`config.mk`:
```
export PLATFORM = sky130hd
export DESIGN_NAME = rv_pipeline
export DESIGN_NICKNAME = d
export VERILOG_FILES = /design/src/verilog/rv_isa_pkg.sv /design/src/verilog/pipe_pkg.sv /design/src/verilog/insn_decode.sv /design/src/verilog/reg_file.sv /design/src/verilog/operand_forward.sv /design/src/verilog/alu_branch.sv /design/src/verilog/rv_pipeline.sv
export VERILOG_INCLUDE_DIRS = /design/src /design/src/include
export SDC_FILE = /design/constraint.sdc
export NUM_CORES = 2
export LEC_CHECK = 0
export BUFFER_PORTS_ARGS = -buffer_cell sky130_fd_sc_hd__buf_4
export CAP_MARGIN = 40
export CORE_MARGIN = 5
export CORE_UTILIZATION = 59
export CTS_BUF_LIST = sky130_fd_sc_hd__clkbuf_2
export DETAILED_ROUTE_END_ITERATION = 16
export GPL_TIMING_DRIVEN = 0
export PLACE_DENSITY = 0.79
export SYNTH_ARGS = -nofsm -noshare
export SYNTH_HDL_FRONTEND = slang
export SYNTH_SLANG_ARGS = --single-unit
```
`constraint.sdc`:
```
create_clock -name clk -period 5.5 [get_ports clk]
set_input_delay 1.65 -clock clk [delete_from_list [all_inputs] [get_ports clk]]
set_output_delay 1.65 -clock clk [all_outputs]
set_load 0.005 [all_outputs]
```
`src/include/rv_defs.svh`:
```
`ifndef RV_DEFS_SVH
`define RV_DEFS_SVH

// data path and pc width
`define RV_XLEN 32

// architectural integer registers
`define RV_NUM_REGS 32

// bits needed to name one register
`define RV_REG_IDX_W 5

// shift amount taken from the low operand bits
`define RV_SHAMT_W 5

// first fetch address out of reset
`define RV_RESET_PC 32'h0000_0000

`endif

```
`src/verilog/rv_isa_pkg.sv`:
```
`include "rv_defs.svh"

package rv_isa_pkg;

  // major opcodes handled by this core
  typedef enum logic [6:0] {
    OPC_OP     = 7'b0110011,
    OPC_OP_IMM = 7'b0010011,
    OPC_BRANCH = 7'b1100011,
    OPC_LUI    = 7'b0110111,
    OPC_AUIPC  = 7'b0010111,
    OPC_SYSTEM = 7'b1110011
  } opcode_e;

  // immediate forms reuse the register form codes
  typedef enum logic [4:0] {
    ALU_NOP,
    ALU_LUI,
    ALU_AUIPC,
    ALU_ADD,
    ALU_SUB,
    ALU_SLL,
    ALU_SLT,
    ALU_SLTU,
    ALU_XOR,
    ALU_SRL,
    ALU_SRA,
    ALU_OR,
    ALU_AND,
    ALU_BEQ,
    ALU_BNE,
    ALU_BLT,
    ALU_BGE,
    ALU_BLTU,
    ALU_BGEU,
    ALU_ECALL
  } alu_op_e;

  // funct3 values for OP and OP-IMM
  localparam logic [2:0] F3_ADD_SUB = 3'b000;
  localparam logic [2:0] F3_SLL     = 3'b001;
  localparam logic [2:0] F3_SLT     = 3'b010;
  localparam logic [2:0] F3_SLTU    = 3'b011;
  localparam logic [2:0] F3_XOR     = 3'b100;
  localparam logic [2:0] F3_SRL_SRA = 3'b101;
  localparam logic [2:0] F3_OR      = 3'b110;
  localparam logic [2:0] F3_AND     = 3'b111;

  // funct3 values for BRANCH
  localparam logic [2:0] F3_BEQ  = 3'b000;
  localparam logic [2:0] F3_BNE  = 3'b001;
  localparam logic [2:0] F3_BLT  = 3'b100;
  localparam logic [2:0] F3_BGE  = 3'b101;
  localparam logic [2:0] F3_BLTU = 3'b110;
  localparam logic [2:0] F3_BGEU = 3'b111;

  // selects sub and sra
  localparam logic [6:0] F7_ALT = 7'b0100000;

  // r view, i-type imm sits in funct7 and rs2
  typedef struct packed {
    logic [6:0]               funct7;
    logic [`RV_REG_IDX_W-1:0] rs2;
    logic [`RV_REG_IDX_W-1:0] rs1;
    logic [2:0]               funct3;
    logic [`RV_REG_IDX_W-1:0] rd;
    logic [6:0]               opcode;
  } r_fields_t;

  // b view with the scattered branch offset
  typedef struct packed {
    logic                     imm_12;
    logic [5:0]               imm_10_5;
    logic [`RV_REG_IDX_W-1:0] rs2;
    logic [`RV_REG_IDX_W-1:0] rs1;
    logic [2:0]               funct3;
    logic [3:0]               imm_4_1;
    logic                     imm_11;
    logic [6:0]               opcode;
  } b_fields_t;

  typedef union packed {
    r_fields_t r;
    b_fields_t b;
  } insn_u;

endpackage

```
`src/verilog/pipe_pkg.sv`:
```
`include "rv_defs.svh"

package pipe_pkg;
  import rv_isa_pkg::*;

  // reset value must stay zero so cleared stages read as reset bubbles
  typedef enum logic [1:0] {
    CYCLE_RESET        = 2'd0,
    CYCLE_NO_STALL     = 2'd1,
    CYCLE_TAKEN_BRANCH = 2'd2
  } cycle_status_e;

  // contents of the decode stage register
  typedef struct packed {
    logic [`RV_XLEN-1:0]      pc;
    logic [`RV_XLEN-1:0]      insn;
    logic [`RV_REG_IDX_W-1:0] rs1;
    logic [`RV_REG_IDX_W-1:0] rs2;
    logic [`RV_REG_IDX_W-1:0] rd;
    logic [`RV_XLEN-1:0]      imm;
    logic                     use_imm;
    logic                     reg_write;
    alu_op_e                  alu_op;
    cycle_status_e            status;
  } decode_t;

  // decode fields plus the operands read in decode
  typedef struct packed {
    logic [`RV_XLEN-1:0]      pc;
    logic [`RV_XLEN-1:0]      insn;
    logic [`RV_REG_IDX_W-1:0] rs1;
    logic [`RV_REG_IDX_W-1:0] rs2;
    logic [`RV_REG_IDX_W-1:0] rd;
    logic [`RV_XLEN-1:0]      imm;
    logic                     use_imm;
    logic                     reg_write;
    alu_op_e                  alu_op;
    cycle_status_e            status;
    logic [`RV_XLEN-1:0]      rs1_data;
    logic [`RV_XLEN-1:0]      rs2_data;
  } exec_t;

  // memory and writeback stage contents
  typedef struct packed {
    logic [`RV_XLEN-1:0]      pc;
    logic [`RV_XLEN-1:0]      insn;
    logic [`RV_REG_IDX_W-1:0] rd;
    logic [`RV_XLEN-1:0]      rd_data;
    logic                     reg_write;
    logic                     ecall;
    cycle_status_e            status;
  } commit_t;

endpackage

```
`src/verilog/insn_decode.sv`:
```
`timescale 1ns/1ps
`include "rv_defs.svh"

module insn_decode
  import rv_isa_pkg::*;
  import pipe_pkg::*;
(
  input  insn_u               insn,
  input  logic [`RV_XLEN-1:0] pc,
  output decode_t             dec
);

  logic [`RV_XLEN-1:0] imm_i;
  logic [`RV_XLEN-1:0] imm_u;
  logic [`RV_XLEN-1:0] imm_b;
  logic                f7_zero;
  logic                f7_alt;
  logic                writes_rd;

  // i-type imm lives where funct7 and rs2 sit
  assign imm_i = {{(`RV_XLEN-12){insn.r.funct7[6]}}, insn.r.funct7, insn.r.rs2};
  // upper 20 bits straight from the r view
  assign imm_u = {insn.r.funct7, insn.r.rs2, insn.r.rs1, insn.r.funct3, 12'b0};
  // reassemble the split offset, bit 0 always zero
  assign imm_b = {{(`RV_XLEN-12){insn.b.imm_12}}, insn.b.imm_11, insn.b.imm_10_5,
                  insn.b.imm_4_1, 1'b0};

  assign f7_zero = insn.r.funct7 == 7'b0;
  assign f7_alt  = insn.r.funct7 == F7_ALT;

  always_comb begin
    dec        = '0;
    dec.pc     = pc;
    dec.insn   = insn;
    dec.alu_op = ALU_NOP;
    dec.status = CYCLE_NO_STALL;
    writes_rd  = 1'b0;
    case (insn.r.opcode)
      OPC_OP: begin
        dec.rs1   = insn.r.rs1;
        dec.rs2   = insn.r.rs2;
        dec.rd    = insn.r.rd;
        writes_rd = 1'b1;
        case (insn.r.funct3)
          F3_ADD_SUB: dec.alu_op = f7_zero ? ALU_ADD : (f7_alt ? ALU_SUB : ALU_NOP);
          F3_SLL:     dec.alu_op = f7_zero ? ALU_SLL : ALU_NOP;
          F3_SLT:     dec.alu_op = f7_zero ? ALU_SLT : ALU_NOP;
          F3_SLTU:    dec.alu_op = f7_zero ? ALU_SLTU : ALU_NOP;
          F3_XOR:     dec.alu_op = f7_zero ? ALU_XOR : ALU_NOP;
          F3_SRL_SRA: dec.alu_op = f7_zero ? ALU_SRL : (f7_alt ? ALU_SRA : ALU_NOP);
          F3_OR:      dec.alu_op = f7_zero ? ALU_OR : ALU_NOP;
          F3_AND:     dec.alu_op = f7_zero ? ALU_AND : ALU_NOP;
        endcase
      end
      OPC_OP_IMM: begin
        dec.rs1     = insn.r.rs1;
        dec.rd      = insn.r.rd;
        dec.imm     = imm_i;
        dec.use_imm = 1'b1;
        writes_rd   = 1'b1;
        case (insn.r.funct3)
          F3_ADD_SUB: dec.alu_op = ALU_ADD;
          F3_SLL:     dec.alu_op = f7_zero ? ALU_SLL : ALU_NOP;
          F3_SLT:     dec.alu_op = ALU_SLT;
          F3_SLTU:    dec.alu_op = ALU_SLTU;
          F3_XOR:     dec.alu_op = ALU_XOR;
          // srai keeps its funct7 in imm[11:5], the alu only looks at imm[4:0]
          F3_SRL_SRA: dec.alu_op = f7_zero ? ALU_SRL : (f7_alt ? ALU_SRA : ALU_NOP);
          F3_OR:      dec.alu_op = ALU_OR;
          F3_AND:     dec.alu_op = ALU_AND;
        endcase
      end
      OPC_BRANCH: begin
        dec.rs1 = insn.b.rs1;
        dec.rs2 = insn.b.rs2;
        dec.imm = imm_b;
        case (insn.b.funct3)
          F3_BEQ:  dec.alu_op = ALU_BEQ;
          F3_BNE:  dec.alu_op = ALU_BNE;
          F3_BLT:  dec.alu_op = ALU_BLT;
          F3_BGE:  dec.alu_op = ALU_BGE;
          F3_BLTU: dec.alu_op = ALU_BLTU;
          F3_BGEU: dec.alu_op = ALU_BGEU;
          default: dec.alu_op = ALU_NOP;
        endcase
      end
      OPC_LUI, OPC_AUIPC: begin
        dec.rd      = insn.r.rd;
        dec.imm     = imm_u;
        dec.use_imm = 1'b1;
        writes_rd   = 1'b1;
        dec.alu_op  = (insn.r.opcode == OPC_LUI) ? ALU_LUI : ALU_AUIPC;
      end
      OPC_SYSTEM: begin
        // only the plain ecall encoding, everything else stays nop
        if ({insn.r.funct7, insn.r.rs2, insn.r.rs1, insn.r.funct3, insn.r.rd} == '0) begin
          dec.alu_op = ALU_ECALL;
        end
      end
      default: begin
        dec.alu_op = ALU_NOP;
      end
    endcase
    // x0 and invalid encodings never write
    dec.reg_write = writes_rd && (dec.alu_op != ALU_NOP) && (dec.rd != '0);
  end

endmodule

```
`src/verilog/reg_file.sv`:
```
`timescale 1ns/1ps
`include "rv_defs.svh"

module reg_file
  import pipe_pkg::*;
(
  input  logic                     clk,
  input  logic                     rst,
  input  logic [`RV_REG_IDX_W-1:0] rs1,
  input  logic [`RV_REG_IDX_W-1:0] rs2,
  output logic [`RV_XLEN-1:0]      rs1_data,
  output logic [`RV_XLEN-1:0]      rs2_data,
  input  commit_t                  wr
);

  logic [`RV_XLEN-1:0] regs [`RV_NUM_REGS];

  // reg_write is already low for x0 so regs[0] stays zero
  always_ff @(posedge clk) begin
    if (rst) begin
      for (int i = 0; i < `RV_NUM_REGS; i++) begin
        regs[i] <= '0;
      end
    end else if (wr.reg_write) begin
      regs[wr.rd] <= wr.rd_data;
    end
  end

  // write-through covers writeback to decode
  assign rs1_data = (wr.reg_write && wr.rd == rs1) ? wr.rd_data : regs[rs1];
  assign rs2_data = (wr.reg_write && wr.rd == rs2) ? wr.rd_data : regs[rs2];

endmodule

```
`src/verilog/operand_forward.sv`:
```
`timescale 1ns/1ps
`include "rv_defs.svh"

module operand_forward
  import pipe_pkg::*;
(
  input  exec_t               ex,
  input  commit_t             mem,
  input  commit_t             wb,
  output logic [`RV_XLEN-1:0] op_a,
  output logic [`RV_XLEN-1:0] op_b
);

  // memory first since it holds the younger result
  function automatic logic [`RV_XLEN-1:0] pick(
    input logic [`RV_REG_IDX_W-1:0] idx,
    input logic [`RV_XLEN-1:0]      latched,
    input commit_t                  m,
    input commit_t                  w
  );
    logic [`RV_XLEN-1:0] val;
    val = latched;
    if (m.reg_write && m.rd == idx) begin
      val = m.rd_data;
    end else if (w.reg_write && w.rd == idx) begin
      val = w.rd_data;
    end
    return val;
  endfunction

  // no x0 check here, decode never sets reg_write for x0
  assign op_a = pick(ex.rs1, ex.rs1_data, mem, wb);
  assign op_b = pick(ex.rs2, ex.rs2_data, mem, wb);

endmodule

```
`src/verilog/alu_branch.sv`:
```
`timescale 1ns/1ps
`include "rv_defs.svh"

module alu_branch
  import rv_isa_pkg::*;
  import pipe_pkg::*;
(
  input  exec_t               ex,
  input  logic [`RV_XLEN-1:0] op_a,
  input  logic [`RV_XLEN-1:0] op_b,
  output logic [`RV_XLEN-1:0] rd_data,
  output logic                branch_taken,
  output logic [`RV_XLEN-1:0] branch_target,
  output logic                ecall
);

  logic [`RV_XLEN-1:0]    src_b;
  logic [`RV_SHAMT_W-1:0] shamt;
  logic                   eq;
  logic                   lt_s;
  logic                   lt_u;

  // immediate replaces rs2 for op-imm, lui, auipc
  assign src_b = ex.use_imm ? ex.imm : op_b;
  assign shamt = src_b[`RV_SHAMT_W-1:0];

  // branches never set use_imm, so src_b is rs2 there
  // one comparator set serves slt and all six conditions
  assign eq   = op_a == src_b;
  assign lt_s = $signed(op_a) < $signed(src_b);
  assign lt_u = op_a < src_b;

  assign branch_target = ex.pc + ex.imm;

  always_comb begin
    rd_data      = '0;
    branch_taken = 1'b0;
    ecall        = 1'b0;
    case (ex.alu_op)
      ALU_LUI:   rd_data = src_b;
      ALU_AUIPC: rd_data = ex.pc + src_b;
      ALU_ADD:   rd_data = op_a + src_b;
      ALU_SUB:   rd_data = op_a - src_b;
      ALU_SLL:   rd_data = op_a << shamt;
      ALU_SLT:   rd_data = {{(`RV_XLEN-1){1'b0}}, lt_s};
      ALU_SLTU:  rd_data = {{(`RV_XLEN-1){1'b0}}, lt_u};
      ALU_XOR:   rd_data = op_a ^ src_b;
      ALU_SRL:   rd_data = op_a >> shamt;
      ALU_SRA:   rd_data = $unsigned($signed(op_a) >>> shamt);
      ALU_OR:    rd_data = op_a | src_b;
      ALU_AND:   rd_data = op_a & src_b;
      // conditional branches
      ALU_BEQ:   branch_taken = eq;
      ALU_BNE:   branch_taken = !eq;
      ALU_BLT:   branch_taken = lt_s;
      ALU_BGE:   branch_taken = !lt_s;
      ALU_BLTU:  branch_taken = lt_u;
      ALU_BGEU:  branch_taken = !lt_u;
      ALU_ECALL: ecall = 1'b1;
      default: begin
        rd_data = '0;
      end
    endcase
  end

endmodule

```
`src/verilog/rv_pipeline.sv`:
```
`timescale 1ns/1ps
`include "rv_defs.svh"

module rv_pipeline
  import rv_isa_pkg::*;
  import pipe_pkg::*;
(
  input  logic                     clk,
  input  logic                     rst,
  output logic [`RV_XLEN-1:0]      pc_to_imem,
  input  logic [`RV_XLEN-1:0]      insn_from_imem,
  output logic                     halt,
  output logic [`RV_XLEN-1:0]      trace_pc,
  output logic [`RV_XLEN-1:0]      trace_insn,
  output cycle_status_e            trace_status,
  output logic [`RV_REG_IDX_W-1:0] trace_rd,
  output logic [`RV_XLEN-1:0]      trace_rd_data,
  output logic                     trace_reg_write
);

  logic [`RV_XLEN-1:0] f_pc;
  insn_u               f_insn;
  decode_t             f_dec;
  decode_t             d_q;
  exec_t               d_to_x;
  exec_t               x_q;
  commit_t             m_q;
  commit_t             w_q;
  logic [`RV_XLEN-1:0] d_rs1_data;
  logic [`RV_XLEN-1:0] d_rs2_data;
  logic [`RV_XLEN-1:0] x_op_a;
  logic [`RV_XLEN-1:0] x_op_b;
  logic [`RV_XLEN-1:0] x_rd_data;
  logic [`RV_XLEN-1:0] x_target;
  logic                x_taken;
  logic                x_ecall;
  logic                halt_q;

  // bubbles carry zero pc and insn and never write
  function automatic decode_t dec_bubble(input cycle_status_e st);
    decode_t b;
    b        = '0;
    b.alu_op = ALU_NOP;
    b.status = st;
    return b;
  endfunction

  function automatic exec_t exec_bubble(input cycle_status_e st);
    exec_t b;
    b        = '0;
    b.alu_op = ALU_NOP;
    b.status = st;
    return b;
  endfunction

  function automatic commit_t commit_bubble();
    commit_t b;
    b        = '0;
    b.status = CYCLE_RESET;
    return b;
  endfunction

  // fetch, imem answers in the same cycle
  assign pc_to_imem = f_pc;
  assign f_insn     = insn_from_imem;

  always_ff @(posedge clk) begin
    if (rst) begin
      f_pc <= `RV_RESET_PC;
    end else if (x_taken) begin
      f_pc <= x_target;
    end else begin
      f_pc <= f_pc + 4;
    end
  end

  insn_decode u_decode (
    .insn (f_insn),
    .pc   (f_pc),
    .dec  (f_dec)
  );

  // decode stage, a taken branch kills the word being fetched
  always_ff @(posedge clk) begin
    if (rst) begin
      d_q <= dec_bubble(CYCLE_RESET);
    end else if (x_taken) begin
      d_q <= dec_bubble(CYCLE_TAKEN_BRANCH);
    end else begin
      d_q <= f_dec;
    end
  end

  reg_file u_rf (
    .clk      (clk),
    .rst      (rst),
    .rs1      (d_q.rs1),
    .rs2      (d_q.rs2),
    .rs1_data (d_rs1_data),
    .rs2_data (d_rs2_data),
    .wr       (w_q)
  );

  assign d_to_x = '{
    pc:        d_q.pc,
    insn:      d_q.insn,
    rs1:       d_q.rs1,
    rs2:       d_q.rs2,
    rd:        d_q.rd,
    imm:       d_q.imm,
    use_imm:   d_q.use_imm,
    reg_write: d_q.reg_write,
    alu_op:    d_q.alu_op,
    status:    d_q.status,
    rs1_data:  d_rs1_data,
    rs2_data:  d_rs2_data
  };

  // execute stage, the instruction in decode is squashed too
  always_ff @(posedge clk) begin
    if (rst) begin
      x_q <= exec_bubble(CYCLE_RESET);
    end else if (x_taken) begin
      x_q <= exec_bubble(CYCLE_TAKEN_BRANCH);
    end else begin
      x_q <= d_to_x;
    end
  end

  operand_forward u_fwd (
    .ex   (x_q),
    .mem  (m_q),
    .wb   (w_q),
    .op_a (x_op_a),
    .op_b (x_op_b)
  );

  alu_branch u_alu (
    .ex            (x_q),
    .op_a          (x_op_a),
    .op_b          (x_op_b),
    .rd_data       (x_rd_data),
    .branch_taken  (x_taken),
    .branch_target (x_target),
    .ecall         (x_ecall)
  );

  // memory then writeback, no data memory so both just carry the result
  always_ff @(posedge clk) begin
    if (rst) begin
      m_q <= commit_bubble();
      w_q <= commit_bubble();
    end else begin
      m_q <= '{
        pc:        x_q.pc,
        insn:      x_q.insn,
        rd:        x_q.rd,
        rd_data:   x_rd_data,
        reg_write: x_q.reg_write,
        ecall:     x_ecall,
        status:    x_q.status
      };
      w_q <= m_q;
    end
  end

  // sticky halt
  always_ff @(posedge clk) begin
    if (rst) begin
      halt_q <= 1'b0;
    end else if (w_q.ecall) begin
      halt_q <= 1'b1;
    end
  end

  // rises together with the ecall in writeback
  assign halt = halt_q | w_q.ecall;

  assign trace_pc        = w_q.pc;
  assign trace_insn      = w_q.insn;
  assign trace_status    = w_q.status;
  assign trace_rd        = w_q.rd;
  assign trace_rd_data   = w_q.rd_data;
  assign trace_reg_write = w_q.reg_write;

endmodule

```
Word-level counts from Yosys, hierarchy flattened
Memory sizes are Yosys's and may differ from the RTL's. A register that Yosys moved wholly into a read port is not among the register bits.
Index checks and enable logic that the tools add are counted.
Word-level totals
  bits in latches: 0
  output and inout port bits: 137
  memory bits (writable): 1024
  flip-flop bits (word level): 547
  memories: 1
  input bits: 34
  bits in read-only memories: 0
Memories
  u_rf.regs: depth 32, width 32, rd ports 2, clocked after memory_dff 2, write ports 32, line reg_file.sv:16  | logic [`RV_XLEN-1:0] regs [`RV_NUM_REGS];
Operators by class
  mux-type cells: 43
  reductions and logical operators: 25
  div/mod/pow operators: 0
  $add $sub $neg: 5
  $mul: 0
  bitwise logic cells: 6
  magnitude comparators: 2
  eq/ne operators: 40
  shift-type cells: 3
Operators by type and width (count)
  32-bit case mux with 12 select lines: 1
  32-bit 2-to-1 mux: 9
  32-bit adder: 3
  32-bit case mux with 3 select lines: 1
  5-bit case mux with 8 select lines: 2
  66-bit 2-to-1 mux: 1
  32-bit less-than comparator: 2
  5-bit by 4-bit == test with 1-bit output (second input constant): 8
  5-bit 2-to-1 mux: 7
  32-bit by 3-bit adder with 32-bit output (second input constant): 1
  32-bit AND: 1
  32-bit == test: 1
  32-bit bitwise OR: 1
  32-bit OR reduction: 1
  32-bit by 5-bit << shifter with 32-bit output: 1
  32-bit by 5-bit >> shifter with 32-bit output: 1
  32-bit by 5-bit >>> shifter with 32-bit output: 1
  32-bit subtractor: 1
  32-bit bitwise XOR: 1
  5-bit == test: 6
  5-bit case mux with 6 select lines: 1
  25-bit logical NOT: 1
  5-bit case mux with 5 select lines: 1
  7-bit by 6-bit == test with 1-bit output (second input constant): 3
  24 further kinds: 68

Longest topological paths before layout
  depth after elaboration: 10
  mapped depth: 29

Hierarchy
A second synthesis with hierarchy kept.
Unflattened totals
  cells, all modules: 7772
  area, all modules: 87219.9 um^2
Modules (own cells, without submodules)
  reg_file: seq. area each 30749.5 um^2, times used 1, cells each 4088, area an instance 56225.2 um^2
  rv_pipeline: seq. area each 10950.5 um^2, times used 1, cells each 1419, area an instance 16331.9 um^2
  alu_branch: seq. area each 0.0 um^2, times used 1, cells each 1690, area an instance 11188.2 um^2
  operand_forward: seq. area each 0.0 um^2, times used 1, cells each 366, area an instance 2030.7 um^2
  insn_decode: seq. area each 0.0 um^2, times used 1, cells each 209, area an instance 1443.9 um^2

Least setup slack after synthesis
Ideal clock, no wire load.
  path type: flip-flop to flip-flop
  from: register m_q[40] (netlist name)
  to: register d_q[100] (netlist name)
  clock period less this slack: 5408 ps
  path slack: 92 ps
  stages on the path, launching flop included: 29
  arrival: 5293 ps
  data required time: 5385 ps
  setup time: 115 ps
  buffers on the path: 8
  path through: dfxtp_1 xnor2_1 nand4_1 or2_0 clkbuf_1 a311o_1 nand2_2 buf_2 buf_2 ha_1 inv_1 fa_1 nor2b_1 o21a_1 o21ai_0 a21oi_1 a21oi_1 o21ai_1 a21oi_1 o211ai_2 or2_1 buf_4 nand2b_1 buf_6 inv_2 buf_6 buf_8 buf_6 and2_1
On the way
  word-level cells in the longest chain between the ends: 8
  elaborated cells on any way between the ends: 15
  those cells by class: order compare (2); eq/ne (3); mux (4); reduce/logical (6)
Ends and longest elaborated chain
  start, declared: line rv_pipeline.sv:27  | commit_t m_q;
  start signal, assigned: line rv_pipeline.sv:151  | m_q <= commit_bubble();
  start signal, assigned: line rv_pipeline.sv:154  | m_q <= '{
  5-bit == test: line operand_forward.sv:23  | if (m.reg_write && m.rd == idx) begin
  1-bit logical AND: line operand_forward.sv:23
  32-bit 2-to-1 mux: line operand_forward.sv:23
  32-bit 2-to-1 mux: line alu_branch.sv:24  | assign src_b = ex.use_imm ? ex.imm : op_b;
  32-bit less-than comparator, or another cell as far along: line alu_branch.sv:31  | assign lt_u = op_a < src_b;
  1-bit logical NOT (on tied branches): line alu_branch.sv:58, alu_branch.sv:54, alu_branch.sv:56
  1-bit case mux with 6 select lines (*): line alu_branch.sv:39  | case (ex.alu_op)
  2-bit OR reduction (no line) (*)
  end signal, assigned: line rv_pipeline.sv:86  | d_q <= dec_bubble(CYCLE_RESET);
  end signal, assigned: line rv_pipeline.sv:88  | d_q <= dec_bubble(CYCLE_TAKEN_BRANCH);
  end, declared: line rv_pipeline.sv:24  | decode_t d_q;
Every way passes the cells marked *; elsewhere a longest branch is shown, timed or not.
A chain may end at the register's enable or synchronous reset.

Final worst setup path
  from: register w_q, in the netlist trace_rd[3]
  to: register d_q[95] (netlist name)
On the way
  word-level cells in the longest chain between the ends: 9
  elaborated cells on any way between the ends: 17
  those cells by class: order compare (2); eq/ne (3); mux (6); reduce/logical (6)
Ends and longest elaborated chain
  start, declared: line rv_pipeline.sv:28  | commit_t w_q;
  start signal, assigned: line rv_pipeline.sv:152  | w_q <= commit_bubble();
  start signal, assigned: line rv_pipeline.sv:163  | w_q <= m_q;
  5-bit == test: line operand_forward.sv:25  | end else if (w.reg_write && w.rd == idx) begin
  1-bit logical AND: line operand_forward.sv:25
  32-bit 2-to-1 mux: line operand_forward.sv:25
  32-bit 2-to-1 mux: line operand_forward.sv:23
  32-bit 2-to-1 mux: line alu_branch.sv:24
  32-bit less-than comparator, or another cell as far along: line alu_branch.sv:31
  1-bit logical NOT (on tied branches): line alu_branch.sv:58, alu_branch.sv:54, alu_branch.sv:56
  1-bit case mux with 6 select lines (*): line alu_branch.sv:39
  2-bit OR reduction (no line) (*)
Marked as above.

==> qor.txt <==
Max Root-Sink Buffers -> 4
WL final -> 340000 um
Die area -> 0.151 mm2
Min cycle time layout -> 5.66 ns
Failing checks -> setup timing
Fmax -> 177 MHz
Final Max Tran Viols -> 0
Clock Latency Late Sink -> 1.88 ns
Required time worst endpoint -> 7.12 ns
Die width -> 388 um
Final worst path period share -> 103%
Drt pass-1 iters -> 7
Area growth from synthesis to layout -> 14.8%
Vias in the first global route -> 65.5k
IO Port Bufs -> 169
Worst relative slew slack -> 16.9%
Setup Skew -> 0.177 ns
Ys async rst share -> 0%
Dpl cells -> 9038
Initial DRC count -> 11.4k
Total global routing overflow -> 0
Post-route ant nets -> 0
Clock power frac -> 34.5%
Sequential element share of the synthesized area -> 49.4%
Setup Viol. Count Final -> 185
Initial Util -> 59.5%
Cell Pwr Density -> 236 mW/mm2
Area of the multi-input gates -> 0.0404 mm2
DR top layer -> met5
Setup crit start -> trace_rd[3]
Clock transition at path regs -> 0.11 ns
Slew @ Worst Pin -> 1.25 ns
Routed len/inst -> 34.6 um
Switching share of power -> 27.5%
Register area -> 0.0417 mm2
Remaining DRCs -> 0
Internal power -> 16600 uW
Pin count of the biggest net entering global routing -> 39
Logic pwr share -> 8.5%
Avg Vias per Cell -> 6.86
Commonest non-fill, non-tap cells in the layout -> 1208 x and2_1, 1024 x edfxtp_1, 644 x mux4_2, 582 x clkbuf_2, 528 x dfxtp_1
Static Leak -> 0.0364 uW
Nets -> 7843
Setup ws final -> -0.164 ns
Synth warn -> 0
Worst Path Max Fanout -> 7
Via count -> 67.5k
Metal3 WL -> 51600 um
Yosys cell types -> 103
Yosys reg bits -> 1571
# fillers -> 10.2k
Clk sinks -> 1571
Share of post-route cells with drive strength above 1 -> 28.7%
Global-route wire length before repair -> 474000 um
EDFF count, synth -> 1024
Die H -> 388 um
Non-Filler Instances -> 9832
M1 WL -> 113000 um
Antenna violations before repair -> 18
Met2 routed WL -> 143000 um
Max-Cap Viols -> 0
Crit path kind -> reg -> reg
Fin. Hold Viols -> 0
Total CTS buffers -> 397
Hold WC Path Type -> in -> reg
Worst setup EP type -> flip-flop
Status -> finished with violations
Syn avg cell area -> 12.4 um2
Commonest non-fill, non-tap cell in the layout -> and2_1
Worst R2R Start -> trace_rd[3]
Syn_nets -> 7000
CP arrival -> 7.28 ns
Critical Path Start Type -> flip-flop
Worst hold slack -> 0.113 ns
Core Rows -> 138
Unrepaired setup endpoints after global routing -> true
Sw power -> 6280 uW
CTS tree -> done
GP Congestion -> 1.08
Gr usage total -> 44.2%
Ys flop type -> edfxtp_1
Mapped cell area -> 0.0845 mm2
HPWL Detailed -> 253000 um
CTS Hold Buffers Added -> 0
Core Region -> 0.142 mm2
I/O pins -> 171
Worst Min Path Start -> insn_from_imem[31]
Post-Syn Instances -> 6802
Root buffer cell -> clkbuf_2
H-tree levels -> 5
Max IR drop VDD -> 217 uV
Sequential share of power -> 57.0%
per-stage QoR:
stage               worst slack, ns  instance area, um2  setup TNS (ns)  total power [uW]  utilization [%]
floorplan                    0.0918               84500               0             14200                -
global placement              -2.72               88100         -894.48             14800             62.1
detailed placement            -2.46               90600         -790.59             15000             63.8
CTS                         -0.0292               95900         -0.0459             22600             67.5
global route                 -0.199               97000          -22.89             23400             68.3
finish                       -0.164               97000          -13.02             22900             68.3
cell type report:
class	count	share of cell area, %
diodes	34	0.0877
plain buffers	710	3.98
clock buffers	554	2.86
clock inverters	108	0.615
inverters	112	0.459
multi-input cells	4389	41.6
flip-flops and latches	1571	43.0
well taps	1890	2.44
repair buffers	464	4.93
synthesized netlist by cell type (141+ instances only):
library cell	instances	share of area, %
a211oi_1	141	1.3
a21oi_1	229	1.4
and2_1	1217	9.0
clkbuf_1	421	1.9
dfxtp_1	547	13
edfxtp_1	1024	36
ha_1	161	2.4
mux2i_1	194	2.3
mux4_2	644	17
nand2_1	247	1.1
nor2_1	360	1.6
nor2b_1	194	1.4
o21ai_0	148	0.88
logic make-up after synthesis:
group | Yosys count | synth area share (%)
buffers and inverters | 842 | 4.60
AOI/OAI and AO/OA | 904 | 7.08
and+or+nand+nor | 2335 | 15.4
xor gates and xnor gates | 128 | 1.33
DFF | 1571 | 49.4
muxes | 858 | 19.7
adders and majority gates | 164 | 2.46
worst paths after layout:
path              end  slack [ns]  depth (start not counted)
max           d_q[95]       -0.16                         26
min           d_q[87]        0.11                          2
max reg2reg   d_q[95]       -0.16                         26
min reg2reg  x_q[100]        0.39                          1
power by group through the flow:
| stage | combinational, uW | sequential, uW | clock, uW |
|---|---|---|---|
| 6_report | 1940 | 13000 | 7880 |
| 4_1_cts | 1800 | 13000 | 7780 |
| 3_5_place_dp | 1700 | 13300 | 0 |
| 5_1_grt | 1970 | 13100 | 8420 |
| 2_1_floorplan | 976 | 13200 | 0 |
| 3_3_place_gp | 1600 | 13300 | 0 |
routing by layer:
metal | vias up | global-route usage [%]
met4 | 4 | 30.8
met2 | 6349 | 64.3
met5 | - | 0
met1 | 32700 | 55.3
met3 | 1561 | 15.8
li1 | 26800 | -
what timing repair did:
| action | in CTS | in global routing |
|---|---|---|
| gates resized for setup | 329 | 159 |
| setup buffers | 61 | 41 |
| pin swaps | 49 | 50 |
| cloned | 6 | 5 |
| endpoints found under the hold margin | 0 | 0 |
| endpoints found under the setup margin | 366 | 355 |
critical path: stages, from the launching register on:
cell and delay (ns):
dfxtp_2 0.40, xnor2_1 0.24, nand4_1 0.18, buf_6 0.19, nor2_4 0.16, buf_8 0.18
buf_4 0.12, mux2i_1 0.08, a211oi_1 0.51, a21oi_2 0.13, inv_1 0.09, ha_1 0.34
nor4_4 0.32, nor3b_2 0.26, nand4_1 0.21, mux2i_2 0.23, o21ai_0 0.38, o211ai_4 0.15
or2_1 0.26, buf_6 0.13, nand2b_1 0.08, buf_6 0.16, inv_8 0.05, buf_12 0.15
buf_16 0.15, clkbuf_16 0.15, and2_1 0.16
sequential cells by signal, summed over array words and instances, names as in the netlist, 2 cells and up:
signal	count
trace_rd	5
d_q	110
u_rf.rs1	5
u_rf.rs2	5
x_q	184
pc_to_imem	32
trace_rd_data	32
u_rf.regs	1024
trace_insn	32
trace_status	2
trace_pc	32
m_q	105
(Power assumes the default switching activity.)
